File: src/verilog/cache_pkg.sv
`default_nettype none

package cache_pkg;

    localparam int LINE_BYTES = 16;
    localparam int LINE_BITS = 128;
    localparam int NUM_WAYS = 4;
    localparam int ADDR_BITS = 32;
    localparam int OFFSET_BITS = $clog2(LINE_BYTES);
    localparam int LINE_ADDR_BITS = ADDR_BITS - OFFSET_BITS;

    typedef enum logic {
        LD = 1'b0,
        ST = 1'b1
    } cpu_op_e;

    typedef enum logic [1:0] {
        SZ_BYTE = 2'd0,
        SZ_HALF = 2'd1,
        SZ_WORD = 2'd2
    } access_size_e;

    typedef enum logic [1:0] {
        ST_I = 2'd0,  // Invalid
        ST_S = 2'd1,  // Shared, clean
        ST_M = 2'd2,  // Modified
        ST_PL = 2'd3  // Fill outstanding
    } line_state_e;

    typedef enum logic [2:0] {
        IDLE,
        LOOKUP,
        WB_SEND,
        FILL_SEND,
        FILL_WAIT,
        RESPOND
    } ctrl_state_e;

    typedef enum logic {
        MEM_RD = 1'b0,
        MEM_WR = 1'b1
    } mem_op_e;

    typedef struct packed {
        cpu_op_e op;
        access_size_e size;
        logic [ADDR_BITS-1:0] addr;
        logic [31:0] wdata;
    } cpu_req_t;

    typedef struct packed {
        cpu_op_e op;
        logic [31:0] rdata;
    } cpu_rsp_t;

    typedef struct packed {
        mem_op_e op;
        logic [LINE_ADDR_BITS-1:0] line_addr;
        logic [LINE_BITS-1:0] data;
    } mem_req_t;

    typedef struct packed {
        logic [LINE_BITS-1:0] data;
    } mem_rsp_t;

endpackage

`default_nettype wire
File: src/verilog/cache_top.sv
`default_nettype none

module cache_top #(
    parameter int NUM_SETS = 4,
    parameter int REQ_DEPTH = 4,
    parameter int MEM_CREDITS = 2
) (
    input  logic                clk,
    input  logic                arst_n,
    input  logic                cpu_req_valid,
    input  cache_pkg::cpu_req_t cpu_req,
    output logic                cpu_req_credit,
    output logic                cpu_rsp_valid,
    output cache_pkg::cpu_rsp_t cpu_rsp,
    output logic                mem_req_valid,
    output cache_pkg::mem_req_t mem_req,
    input  logic                mem_req_credit,
    input  logic                mem_rsp_valid,
    input  cache_pkg::mem_rsp_t mem_rsp
);
    import cache_pkg::*;

    localparam int IDX_BITS = $clog2(NUM_SETS);
    localparam int TAG_BITS = ADDR_BITS - OFFSET_BITS - IDX_BITS;

    cpu_req_t cur_req;
    logic [IDX_BITS-1:0] set_idx;
    logic store_en;
    logic [LINE_BITS-1:0] fill_line;
    logic [NUM_WAYS*TAG_BITS-1:0] tags;
    logic [NUM_WAYS*TAG_BITS-1:0] tags_next;
    logic [NUM_WAYS*LINE_BITS-1:0] data;
    logic [NUM_WAYS*LINE_BITS-1:0] data_next;
    line_state_e [NUM_WAYS-1:0] line_states;
    line_state_e [NUM_WAYS-1:0] next_states;
    logic [$clog2(NUM_WAYS)-1:0] rr_ptr;
    logic hit;
    logic [NUM_WAYS-1:0] hit_way;
    logic [NUM_WAYS-1:0] victim_way;
    logic [NUM_WAYS-1:0] sel_way;
    logic [LINE_BITS-1:0] evict_line;
    logic [31:0] store_rdata;
    logic [31:0] load_rdata;
    logic tag_we;
    logic data_we;
    logic state_we;
    logic fill_sel;
    logic rr_advance;

    cache_ctrl #(
        .NUM_SETS(NUM_SETS),
        .REQ_DEPTH(REQ_DEPTH),
        .MEM_CREDITS(MEM_CREDITS)
    ) i_ctrl (
        .clk(clk),
        .arst_n(arst_n),
        .cpu_req_valid(cpu_req_valid),
        .cpu_req(cpu_req),
        .cpu_req_credit(cpu_req_credit),
        .cpu_rsp_valid(cpu_rsp_valid),
        .cpu_rsp(cpu_rsp),
        .mem_req_valid(mem_req_valid),
        .mem_req(mem_req),
        .mem_req_credit(mem_req_credit),
        .mem_rsp_valid(mem_rsp_valid),
        .mem_rsp(mem_rsp),
        .set_idx(set_idx),
        .cur_req(cur_req),
        .store_en(store_en),
        .fill_line(fill_line),
        .tags(tags),
        .line_states(line_states),
        .hit(hit),
        .hit_way(hit_way),
        .victim_way(victim_way),
        .sel_way(sel_way),
        .evict_line(evict_line),
        .store_rdata(store_rdata),
        .load_rdata(load_rdata),
        .tag_we(tag_we),
        .data_we(data_we),
        .state_we(state_we),
        .next_states(next_states),
        .fill_sel(fill_sel),
        .rr_advance(rr_advance)
    );

    way_lookup #(.NUM_SETS(NUM_SETS)) i_lookup (
        .addr_tag(cur_req.addr[ADDR_BITS-1 -: TAG_BITS]),
        .tags(tags),
        .line_states(line_states),
        .hit(hit),
        .hit_way(hit_way),
        .victim_way(victim_way),
        .rr_ptr(rr_ptr)
    );

    tag_next_state #(.TAG_SIZE(TAG_BITS)) i_tag_ns (
        .tag_cur_state(tags),
        .tag_in(cur_req.addr[ADDR_BITS-1 -: TAG_BITS]),
        .is_alloc(tag_we),
        .selected_way(sel_way),
        .tag_next_state(tags_next)
    );

    data_next_state i_data_ns (
        .data_cur_state(data),
        .fill_line(fill_line),
        .fill_sel(fill_sel),
        .store_en(store_en),
        .wdata(cur_req.wdata),
        .offset(cur_req.addr[OFFSET_BITS-1:0]),
        .size(cur_req.size),
        .selected_way(sel_way),
        .data_next_state(data_next),
        .data_evic(evict_line),
        .rewind_data(store_rdata),
        .load_data(load_rdata)
    );

    set_storage #(.NUM_SETS(NUM_SETS)) i_storage (
        .clk(clk),
        .arst_n(arst_n),
        .set_idx(set_idx),
        .tag_we(tag_we),
        .data_we(data_we),
        .state_we(state_we),
        .tags_next(tags_next),
        .data_next(data_next),
        .states_next(next_states),
        .rr_advance(rr_advance),
        .tags(tags),
        .data(data),
        .line_states(line_states),
        .rr_ptr(rr_ptr)
    );

endmodule

`default_nettype wire

File: src/verilog/set_storage.sv
`default_nettype none

module set_storage #(
    parameter int NUM_SETS = 4,
    localparam int IDX_BITS = $clog2(NUM_SETS),
    localparam int TAG_BITS = cache_pkg::ADDR_BITS - cache_pkg::OFFSET_BITS - IDX_BITS
) (
    input  logic                                             clk,
    input  logic                                             arst_n,
    input  logic [IDX_BITS-1:0]                              set_idx,
    input  logic                                             tag_we,
    input  logic                                             data_we,
    input  logic                                             state_we,
    input  logic [cache_pkg::NUM_WAYS*TAG_BITS-1:0]          tags_next,
    input  logic [cache_pkg::NUM_WAYS*cache_pkg::LINE_BITS-1:0] data_next,
    input  cache_pkg::line_state_e [cache_pkg::NUM_WAYS-1:0] states_next,
    input  logic                                             rr_advance,
    output logic [cache_pkg::NUM_WAYS*TAG_BITS-1:0]          tags,
    output logic [cache_pkg::NUM_WAYS*cache_pkg::LINE_BITS-1:0] data,
    output cache_pkg::line_state_e [cache_pkg::NUM_WAYS-1:0] line_states,
    output logic [$clog2(cache_pkg::NUM_WAYS)-1:0]           rr_ptr
);
    import cache_pkg::*;

    logic [NUM_WAYS*TAG_BITS-1:0] tag_mem [NUM_SETS];
    logic [NUM_WAYS*LINE_BITS-1:0] data_mem [NUM_SETS];
    line_state_e [NUM_WAYS-1:0] state_mem [NUM_SETS];
    logic [$clog2(NUM_WAYS)-1:0] rr_mem [NUM_SETS];

    assign tags = tag_mem[set_idx];
    assign data = data_mem[set_idx];
    assign line_states = state_mem[set_idx];
    assign rr_ptr = rr_mem[set_idx];

    always_ff @(posedge clk) begin
        if (tag_we) begin
            tag_mem[set_idx] <= tags_next;
        end
        if (data_we) begin
            data_mem[set_idx] <= data_next;
        end
    end

    always_ff @(posedge clk or negedge arst_n) begin
        if (!arst_n) begin
            for (int s = 0; s < NUM_SETS; s++) begin
                for (int w = 0; w < NUM_WAYS; w++) begin
                    state_mem[s][w] <= ST_I;
                end
                rr_mem[s] <= '0;
            end
        end else begin
            if (state_we) begin
                state_mem[set_idx] <= states_next;
            end
            if (rr_advance) begin
                rr_mem[set_idx] <= rr_mem[set_idx] + 1'b1;  // Wraps over the ways
            end
        end
    end

endmodule

`default_nettype wire

File: src/verilog/data_next_state.sv
`default_nettype none

module data_next_state (
    input  logic [cache_pkg::NUM_WAYS*cache_pkg::LINE_BITS-1:0] data_cur_state,
    input  logic [cache_pkg::LINE_BITS-1:0]                     fill_line,
    input  logic                                                fill_sel,
    input  logic                                                store_en,
    input  logic [31:0]                                         wdata,
    input  logic [cache_pkg::OFFSET_BITS-1:0]                   offset,
    input  cache_pkg::access_size_e                             size,
    input  logic [cache_pkg::NUM_WAYS-1:0]                      selected_way,
    output logic [cache_pkg::NUM_WAYS*cache_pkg::LINE_BITS-1:0] data_next_state,
    output logic [cache_pkg::LINE_BITS-1:0]                     data_evic,
    output logic [31:0]                                         rewind_data,
    output logic [31:0]                                         load_data
);
    import cache_pkg::*;

    logic [LINE_BITS-1:0] base_line;
    logic [LINE_BITS-1:0] new_line;
    logic [LINE_BITS+31:0] padded;
    logic [OFFSET_BITS+2:0] bit_pos;

    always_comb begin
        data_evic = data_cur_state[LINE_BITS-1:0];
        for (int w = 0; w < NUM_WAYS; w++) begin
            if (selected_way[w]) begin
                data_evic = data_cur_state[w*LINE_BITS +: LINE_BITS];
            end
        end
    end

    assign base_line = fill_sel ? fill_line : data_evic;
    assign bit_pos = {offset, 3'b000};

    // Bytes past the line end read as zero
    assign padded = {32'b0, base_line};
    assign rewind_data = padded[bit_pos +: 32];

    always_comb begin
        case (size)
            SZ_BYTE: load_data = {24'b0, rewind_data[7:0]};
            SZ_HALF: load_data = {16'b0, rewind_data[15:0]};
            default: load_data = rewind_data;
        endcase
    end

    always_comb begin
        new_line = base_line;
        if (store_en) begin
            case (size)
                SZ_BYTE: new_line[bit_pos +: 8] = wdata[7:0];
                SZ_HALF: new_line[{bit_pos[OFFSET_BITS+2:4], 4'b0} +: 16] = wdata[15:0];
                default: new_line[{bit_pos[OFFSET_BITS+2:5], 5'b0} +: 32] = wdata;
            endcase
        end
    end

    always_comb begin
        data_next_state = data_cur_state;
        for (int w = 0; w < NUM_WAYS; w++) begin
            if (selected_way[w]) begin
                data_next_state[w*LINE_BITS +: LINE_BITS] = new_line;
            end
        end
    end

endmodule

`default_nettype wire

File: src/verilog/tag_next_state.sv
`default_nettype none

module tag_next_state #(
    parameter int TAG_SIZE = 26
) (
    input  logic [cache_pkg::NUM_WAYS*TAG_SIZE-1:0] tag_cur_state,
    input  logic [TAG_SIZE-1:0]                     tag_in,
    input  logic                                    is_alloc,
    input  logic [cache_pkg::NUM_WAYS-1:0]          selected_way,
    output logic [cache_pkg::NUM_WAYS*TAG_SIZE-1:0] tag_next_state
);
    import cache_pkg::*;

    always_comb begin
        tag_next_state = tag_cur_state;
        if (is_alloc) begin
            for (int w = 0; w < NUM_WAYS; w++) begin
                if (selected_way[w]) begin
                    tag_next_state[w*TAG_SIZE +: TAG_SIZE] = tag_in;  // One-hot, single slot
                end
            end
        end
    end

endmodule

`default_nettype wire

File: src/verilog/way_lookup.sv
`default_nettype none

module way_lookup #(
    parameter int NUM_SETS = 4,
    localparam int TAG_BITS = cache_pkg::ADDR_BITS - cache_pkg::OFFSET_BITS - $clog2(NUM_SETS)
) (
    input  logic [TAG_BITS-1:0]                              addr_tag,
    input  logic [cache_pkg::NUM_WAYS*TAG_BITS-1:0]          tags,
    input  cache_pkg::line_state_e [cache_pkg::NUM_WAYS-1:0] line_states,
    output logic                                             hit,
    output logic [cache_pkg::NUM_WAYS-1:0]                   hit_way,
    output logic [cache_pkg::NUM_WAYS-1:0]                   victim_way,
    input  logic [$clog2(cache_pkg::NUM_WAYS)-1:0]           rr_ptr
);
    import cache_pkg::*;

    always_comb begin
        hit_way = '0;
        for (int w = 0; w < NUM_WAYS; w++) begin
            hit_way[w] = (line_states[w] != ST_I) && (tags[w*TAG_BITS +: TAG_BITS] == addr_tag);
        end
    end

    assign hit = |hit_way;

    // Lowest free way wins over the round-robin pointer
    always_comb begin
        victim_way = '0;
        victim_way[rr_ptr] = 1'b1;
        for (int w = NUM_WAYS - 1; w >= 0; w--) begin
            if (line_states[w] == ST_I) begin
                victim_way = '0;
                victim_way[w] = 1'b1;
            end
        end
    end

endmodule

`default_nettype wire

File: src/verilog/cache_ctrl.sv
`default_nettype none

module cache_ctrl #(
    parameter int NUM_SETS = 4,
    parameter int REQ_DEPTH = 4,
    parameter int MEM_CREDITS = 2,
    localparam int IDX_BITS = $clog2(NUM_SETS),
    localparam int TAG_BITS = cache_pkg::ADDR_BITS - cache_pkg::OFFSET_BITS - IDX_BITS
) (
    input  logic                                           clk,
    input  logic                                           arst_n,
    input  logic                                           cpu_req_valid,
    input  cache_pkg::cpu_req_t                            cpu_req,
    output logic                                           cpu_req_credit,
    output logic                                           cpu_rsp_valid,
    output cache_pkg::cpu_rsp_t                            cpu_rsp,
    output logic                                           mem_req_valid,
    output cache_pkg::mem_req_t                            mem_req,
    input  logic                                           mem_req_credit,
    input  logic                                           mem_rsp_valid,
    input  cache_pkg::mem_rsp_t                            mem_rsp,
    output logic [IDX_BITS-1:0]                            set_idx,
    output cache_pkg::cpu_req_t                            cur_req,
    output logic                                           store_en,
    output logic [cache_pkg::LINE_BITS-1:0]                fill_line,
    input  logic [cache_pkg::NUM_WAYS*TAG_BITS-1:0]        tags,
    input  cache_pkg::line_state_e [cache_pkg::NUM_WAYS-1:0] line_states,
    input  logic                                           hit,
    input  logic [cache_pkg::NUM_WAYS-1:0]                 hit_way,
    input  logic [cache_pkg::NUM_WAYS-1:0]                 victim_way,
    output logic [cache_pkg::NUM_WAYS-1:0]                 sel_way,
    input  logic [cache_pkg::LINE_BITS-1:0]                evict_line,
    input  logic [31:0]                                    store_rdata,
    input  logic [31:0]                                    load_rdata,
    output logic                                           tag_we,
    output logic                                           data_we,
    output logic                                           state_we,
    output cache_pkg::line_state_e [cache_pkg::NUM_WAYS-1:0] next_states,
    output logic                                           fill_sel,
    output logic                                           rr_advance
);
    import cache_pkg::*;

    localparam int PTR_BITS = (REQ_DEPTH > 1) ? $clog2(REQ_DEPTH) : 1;
    localparam int CNT_BITS = $clog2(REQ_DEPTH + 1);
    localparam int CRD_BITS = $clog2(MEM_CREDITS + 1);

    ctrl_state_e state;
    cpu_req_t queue [REQ_DEPTH];
    logic [PTR_BITS-1:0] wr_ptr;
    logic [PTR_BITS-1:0] rd_ptr;
    logic [CNT_BITS-1:0] q_count;
    logic [CRD_BITS-1:0] mem_crd;
    logic [NUM_WAYS-1:0] way_q;
    logic [31:0] rsp_data;
    logic [TAG_BITS-1:0] evict_tag;
    line_state_e sel_state;
    line_state_e new_state;
    logic deq;
    logic is_store;
    logic mem_send;
    logic fill_done;
    logic hit_store;

    assign deq = (state == IDLE) && (q_count != '0);
    assign cpu_req_credit = deq;
    assign is_store = (cur_req.op == ST);
    assign store_en = is_store;
    assign set_idx = cur_req.addr[OFFSET_BITS +: IDX_BITS];
    assign fill_line = mem_rsp.data;
    assign fill_done = (state == FILL_WAIT) && mem_rsp_valid;
    assign hit_store = (state == LOOKUP) && hit && is_store;
    assign mem_send = ((state == WB_SEND) || (state == FILL_SEND)) && (mem_crd != '0);

    // Way is fixed once the lookup has chosen it
    assign sel_way = (state == LOOKUP) ? (hit ? hit_way : victim_way) : way_q;

    always_comb begin
        evict_tag = '0;
        sel_state = ST_I;
        for (int w = 0; w < NUM_WAYS; w++) begin
            if (sel_way[w]) begin
                evict_tag = tags[w*TAG_BITS +: TAG_BITS];
                sel_state = line_states[w];
            end
        end
    end

    assign new_state = (state == FILL_SEND) ? ST_PL : (is_store ? ST_M : ST_S);

    always_comb begin
        next_states = line_states;
        for (int w = 0; w < NUM_WAYS; w++) begin
            if (sel_way[w]) begin
                next_states[w] = new_state;
            end
        end
    end

    assign tag_we = (state == FILL_SEND) && mem_send;  // Tag installed with the read
    assign rr_advance = tag_we && (sel_state != ST_I);
    assign state_we = tag_we || fill_done || hit_store;
    assign data_we = fill_done || hit_store;
    assign fill_sel = (state == FILL_WAIT);

    assign mem_req_valid = mem_send;
    assign mem_req.op = (state == WB_SEND) ? MEM_WR : MEM_RD;
    assign mem_req.line_addr = (state == WB_SEND) ? {evict_tag, set_idx}
                                                  : cur_req.addr[ADDR_BITS-1:OFFSET_BITS];
    assign mem_req.data = evict_line;

    assign cpu_rsp_valid = (state == RESPOND);
    assign cpu_rsp.op = cur_req.op;
    assign cpu_rsp.rdata = rsp_data;

    always_ff @(posedge clk) begin
        if (cpu_req_valid) begin
            queue[wr_ptr] <= cpu_req;
        end
        if (deq) begin
            cur_req <= queue[rd_ptr];
        end
        if (state == LOOKUP) begin
            way_q <= sel_way;
        end
        if (((state == LOOKUP) && hit) || fill_done) begin
            rsp_data <= is_store ? store_rdata : load_rdata;
        end
    end

    always_ff @(posedge clk or negedge arst_n) begin
        if (!arst_n) begin
            state <= IDLE;
            wr_ptr <= '0;
            rd_ptr <= '0;
            q_count <= '0;
            mem_crd <= CRD_BITS'(MEM_CREDITS);
        end else begin
            if (cpu_req_valid) begin
                wr_ptr <= (wr_ptr == PTR_BITS'(REQ_DEPTH - 1)) ? '0 : wr_ptr + 1'b1;
            end
            if (deq) begin
                rd_ptr <= (rd_ptr == PTR_BITS'(REQ_DEPTH - 1)) ? '0 : rd_ptr + 1'b1;
            end
            q_count <= q_count + cpu_req_valid - deq;
            mem_crd <= mem_crd + mem_req_credit - mem_send;
            case (state)
                IDLE: if (deq) state <= LOOKUP;
                LOOKUP: begin
                    if (hit) begin
                        state <= RESPOND;
                    end else if (sel_state == ST_M) begin
                        state <= WB_SEND;  // Dirty victim first
                    end else begin
                        state <= FILL_SEND;
                    end
                end
                WB_SEND: if (mem_send) state <= FILL_SEND;
                FILL_SEND: if (mem_send) state <= FILL_WAIT;
                FILL_WAIT: if (mem_rsp_valid) state <= RESPOND;
                default: state <= IDLE;
            endcase
        end
    end

endmodule

`default_nettype wire

File: config.mk
export PLATFORM = sky130hd
export DESIGN_NAME = cache_top
export DESIGN_NICKNAME = d
export VERILOG_FILES = /design/src/verilog/cache_pkg.sv /design/src/verilog/cache_top.sv /design/src/verilog/set_storage.sv /design/src/verilog/data_next_state.sv /design/src/verilog/tag_next_state.sv /design/src/verilog/way_lookup.sv /design/src/verilog/cache_ctrl.sv
export SDC_FILE = /design/constraint.sdc
export NUM_CORES = 2
export LEC_CHECK = 0
export ABC_AREA = 0
export BUFFER_PORTS_ARGS = -buffer_cell sky130_fd_sc_hd__buf_2
export CAP_MARGIN = 25
export CORE_UTILIZATION = 55
export CTS_BUF_LIST = sky130_fd_sc_hd__clkbuf_4
export DETAILED_ROUTE_END_ITERATION = 8
export PLACE_DENSITY_LB_ADDON = 0.08
export SLEW_MARGIN = 15
export SYNTH_ARGS = -nofsm -noshare
export SYNTH_HDL_FRONTEND = slang
export SYNTH_SLANG_ARGS = --single-unit
export TNS_END_PERCENT = 5
File: constraint.sdc
create_clock -name clk -period 56.3 [get_ports clk]
set_clock_uncertainty 0.15 [all_clocks]
set_input_delay 2.815 -clock clk [delete_from_list [all_inputs] [get_ports clk]]
set_output_delay 2.815 -clock clk [all_outputs]
set_load 0.05 [all_outputs]
==> impl_metrics.tcl <==
set metrics [dict create \
    status "completed" \
    clkTransAtPathRegs_ns 0.07 \
    dp_hpwl_um 280000 \
    min_delay_worst_endpoint "i_storage.rr_mem[5]" \
    drt_iter0_markers 11200 \
    regToRegSetupSlack_ns 45.82 \
    setup_viol 0 \
    postRouteWirelength_um 432000 \
    timing.fmax_mhz 75.8 \
    cts_buffers 744 \
    die_h_um 487 \
    grt_pass1_vias 84000 \
    async_flop_share_pct 1.80 \
    drtAntennaViolNets 0 \
    synth_edf_count 2835 \
    synth_warnings 0 \
    pin_count 393 \
    globalplace.congestion 1.01 \
    rr_startpoint "i_ctrl.cur_req[37]" \
    finalHoldViolCount 0 \
    insertion_delay_ns 1.55 \
    stdcell_count 12900 \
    synth-main-ff-cell "edfxtp_1" \
    drv_slew 0 \
    drc 0 \
    postCtsSetupRepairBufs 0 \
    synth_cell_types 91 \
    start_util_pct 55.5 \
    finish.utilization_pct 62.0 \
    grt_setup_unrepaired "false" \
    period_needed_ns 13.19 \
    relSlewSlack_pct 17.1 \
    cts_max_level 6 \
    grt_pass1_wl_um 609000 \
    core_mm2 0.233 \
    crit_fanout 80 \
    met1_length_um 168000 \
    via_count 85400 \
    fp.dieW_um 487 \
    hold_slack_ns 0.354 \
    cts_resized 0 \
    yosysSeqAreaShare_pct 66.7 \
    synth_cells 8371 \
    std_cell_rows 177 \
    crit_arrival_ns 10.22 \
    cp_data_required_time_ns 53.34 \
    drive_gt1_share_pct 29.8 \
    met2WireLength_um 194000 \
    clockBufferDepth 4 \
    port_buffers 392 \
    dp.cells 11600 \
    grt_overflow 0 \
    area_growth_syn_to_layout_pct 11.8 \
    cts-root-buf "clkbuf_4" \
    via_per_inst 6.64 \
    ff2ff_path_depth 17 \
    timing.final.crit_share_pct 23.4 \
    antenna_found_initial 50 \
    die-area_mm2 0.237 \
    critPathKind "register to output port" \
    drt-pass1-iter-count 8 \
    synth.cell_area_mm2 0.129 \
    hold_buffers 0 \
    tightest_slew_ns 1.24 \
    hold_path.class "register to register" \
    worstHoldStart "i_storage.rr_mem[5]" \
    r2r_end "i_storage.data_mem[0][212]" \
    hold_depth 1 \
    start_kind "register" \
    nets 9412 \
    avgSynthCellArea_um2 15.5 \
    wl_per_cell_um 33.6 \
    finalSetupTns_ns 0 \
    cts_sinks 2887 \
    syn_nets 8599 \
    worstSetupStartpoint "i_ctrl.cur_req[37]" \
    synth_seq_cells 2887 \
    cts_tree "yes" \
    grt_start_max_net_pins 142 \
    grt.total_usage_pct 36.3 \
    crit_path_end_kind "output port" \
    wl_met3_um 47500 \
    maxCapViolations 0 \
    routed.top_layer "met5" \
]
final cells by class:
cell class              count  area, µm²
flip-flops and latches   2887      86400
fillers                 17800      88600
clock buffers            1082       8120
diodes                     37       92.6
multi-input cells        4811      40700
repair buffers            665       4300
clock inverters           168        923
inverters                  75        312
well taps                3132       3920
cell families (layout without fill, tap and decap cells):
logic type,after synthesis,after routing,share of synthesized area [%]
adders and majority gates,28,28,0.276
buffers and inverters,673,1990,2.07
AOI/OAI and AO/OA,1422,1422,7.29
muxes,1171,1171,15.9
xor gates and xnor gates,105,105,0.710
other,0,37,0
and+or+nand+nor,2085,2085,7.00
DFF,2887,2887,66.7
layout by cell type, fill, tap and decap left out, drive strengths merged, types with 50 or more instances in the layout:
| cell type | count |
|---|---|
| nand2b | 51 |
| and3 | 77 |
| a31oi | 65 |
| o21ai | 339 |
| edfxtp | 2835 |
| nand2 | 629 |
| o22ai | 65 |
| nand4 | 54 |
| dfrtp | 51 |
| a21oi | 344 |
| clkinv | 140 |
| nor2 | 888 |
| xnor2 | 103 |
| o211ai | 66 |
| nand3 | 147 |
| clkbuf | 1083 |
| mux4 | 680 |
| inv | 86 |
| buf | 664 |
| and2 | 76 |
| a211oi | 91 |
| mux2i | 185 |
| or3 | 50 |
| mux2 | 306 |
metrics by stage:
step | setup WS (ns) | cell area (µm²)
3_5_place_dp | 44.72 | 136000
3_3_place_gp | 44.70 | 135000
4_1_cts | 43.08 | 145000
5_1_grt | 42.80 | 145000
2_1_floorplan | 13.45 | 129000
6_report | 43.11 | 145000
flip-flops by register name (all words and copies together) (netlist names), 4 cells and up:
signal,cells
i_ctrl.cur_req,66
i_ctrl.rsp_data,32
i_storage.data_mem,2048
i_storage.rr_mem,8
i_ctrl.queue,268
i_storage.tag_mem,416
i_ctrl.way_q,4
i_storage.state_mem,32
critical path: stages (launching register included):
cell and delay (ns):
edfxtp_1 0.32, buf_4 0.47, buf_4 0.80, buf_4 0.73, mux4_2 0.42, xnor2_1 0.27
nand3_1 0.19, or4_1 0.53, or4_4 0.64, o21ai_4 0.15, buf_4 0.46, nor2_4 0.14
inv_8 0.43, buf_4 0.63, buf_4 0.67, buf_4 0.52, mux2i_1 0.13, o211ai_1 0.26
inv_1 0.09, nor2_1 0.28, buf_2 0.33
worst max path at each step:
stage | to | slack [ns] | cells after the start
final | mem_req[6] | 43.11 | 20
after global routing | mem_req[6] | 42.80 | 20
after CTS | mem_req[6] | 43.08 | 20
after detailed placement | mem_req[6] | 44.72 | 20
after global placement | mem_req[6] | 44.70 | 20
after floorplan | i_storage.state_mem[24] | 13.45 | 15
routing by layer:
| layer | GRT usage [%] | vias up |
|---|---|---|
| met3 | 9.66 | 1020 |
| met4 | 18.3 | 22 |
| met2 | 53.7 | 5321 |
| met1 | 49.9 | 43700 |
| met5 | 0 | - |
| li1 | - | 35400 |
cells in the mapped netlist (all sizes together) (27+ instances only):
cell       n  area [µm²]
a211oi    91         688
a21oi    344        1740
a22o      31         272
a22oi     43         323
a31oi     65         413
a32oi     29         254
and2      76         475
and3      77         482
buf      210         935
clkbuf   388        1460
dfrtp     51        1280
edfxtp  2835       85100
ha        27         338
inv       69         259
mux2     306        3450
mux2i    185        1850
mux4     680       15300
nand2    629        2360
nand2b    51         319
nand3    147         736
nand4     54         338
nor2     888        3340
nor3      45         225
o211ai    66         495
o21ai    339        1700
o221ai    43         377
o22ai     65         407
o41ai     32         355
or3       50         313
xnor2    103         902
Power is left out: the tool's default activity adds up to more than one toggle a clock period on the data nets, which glitch-free logic cannot reach.
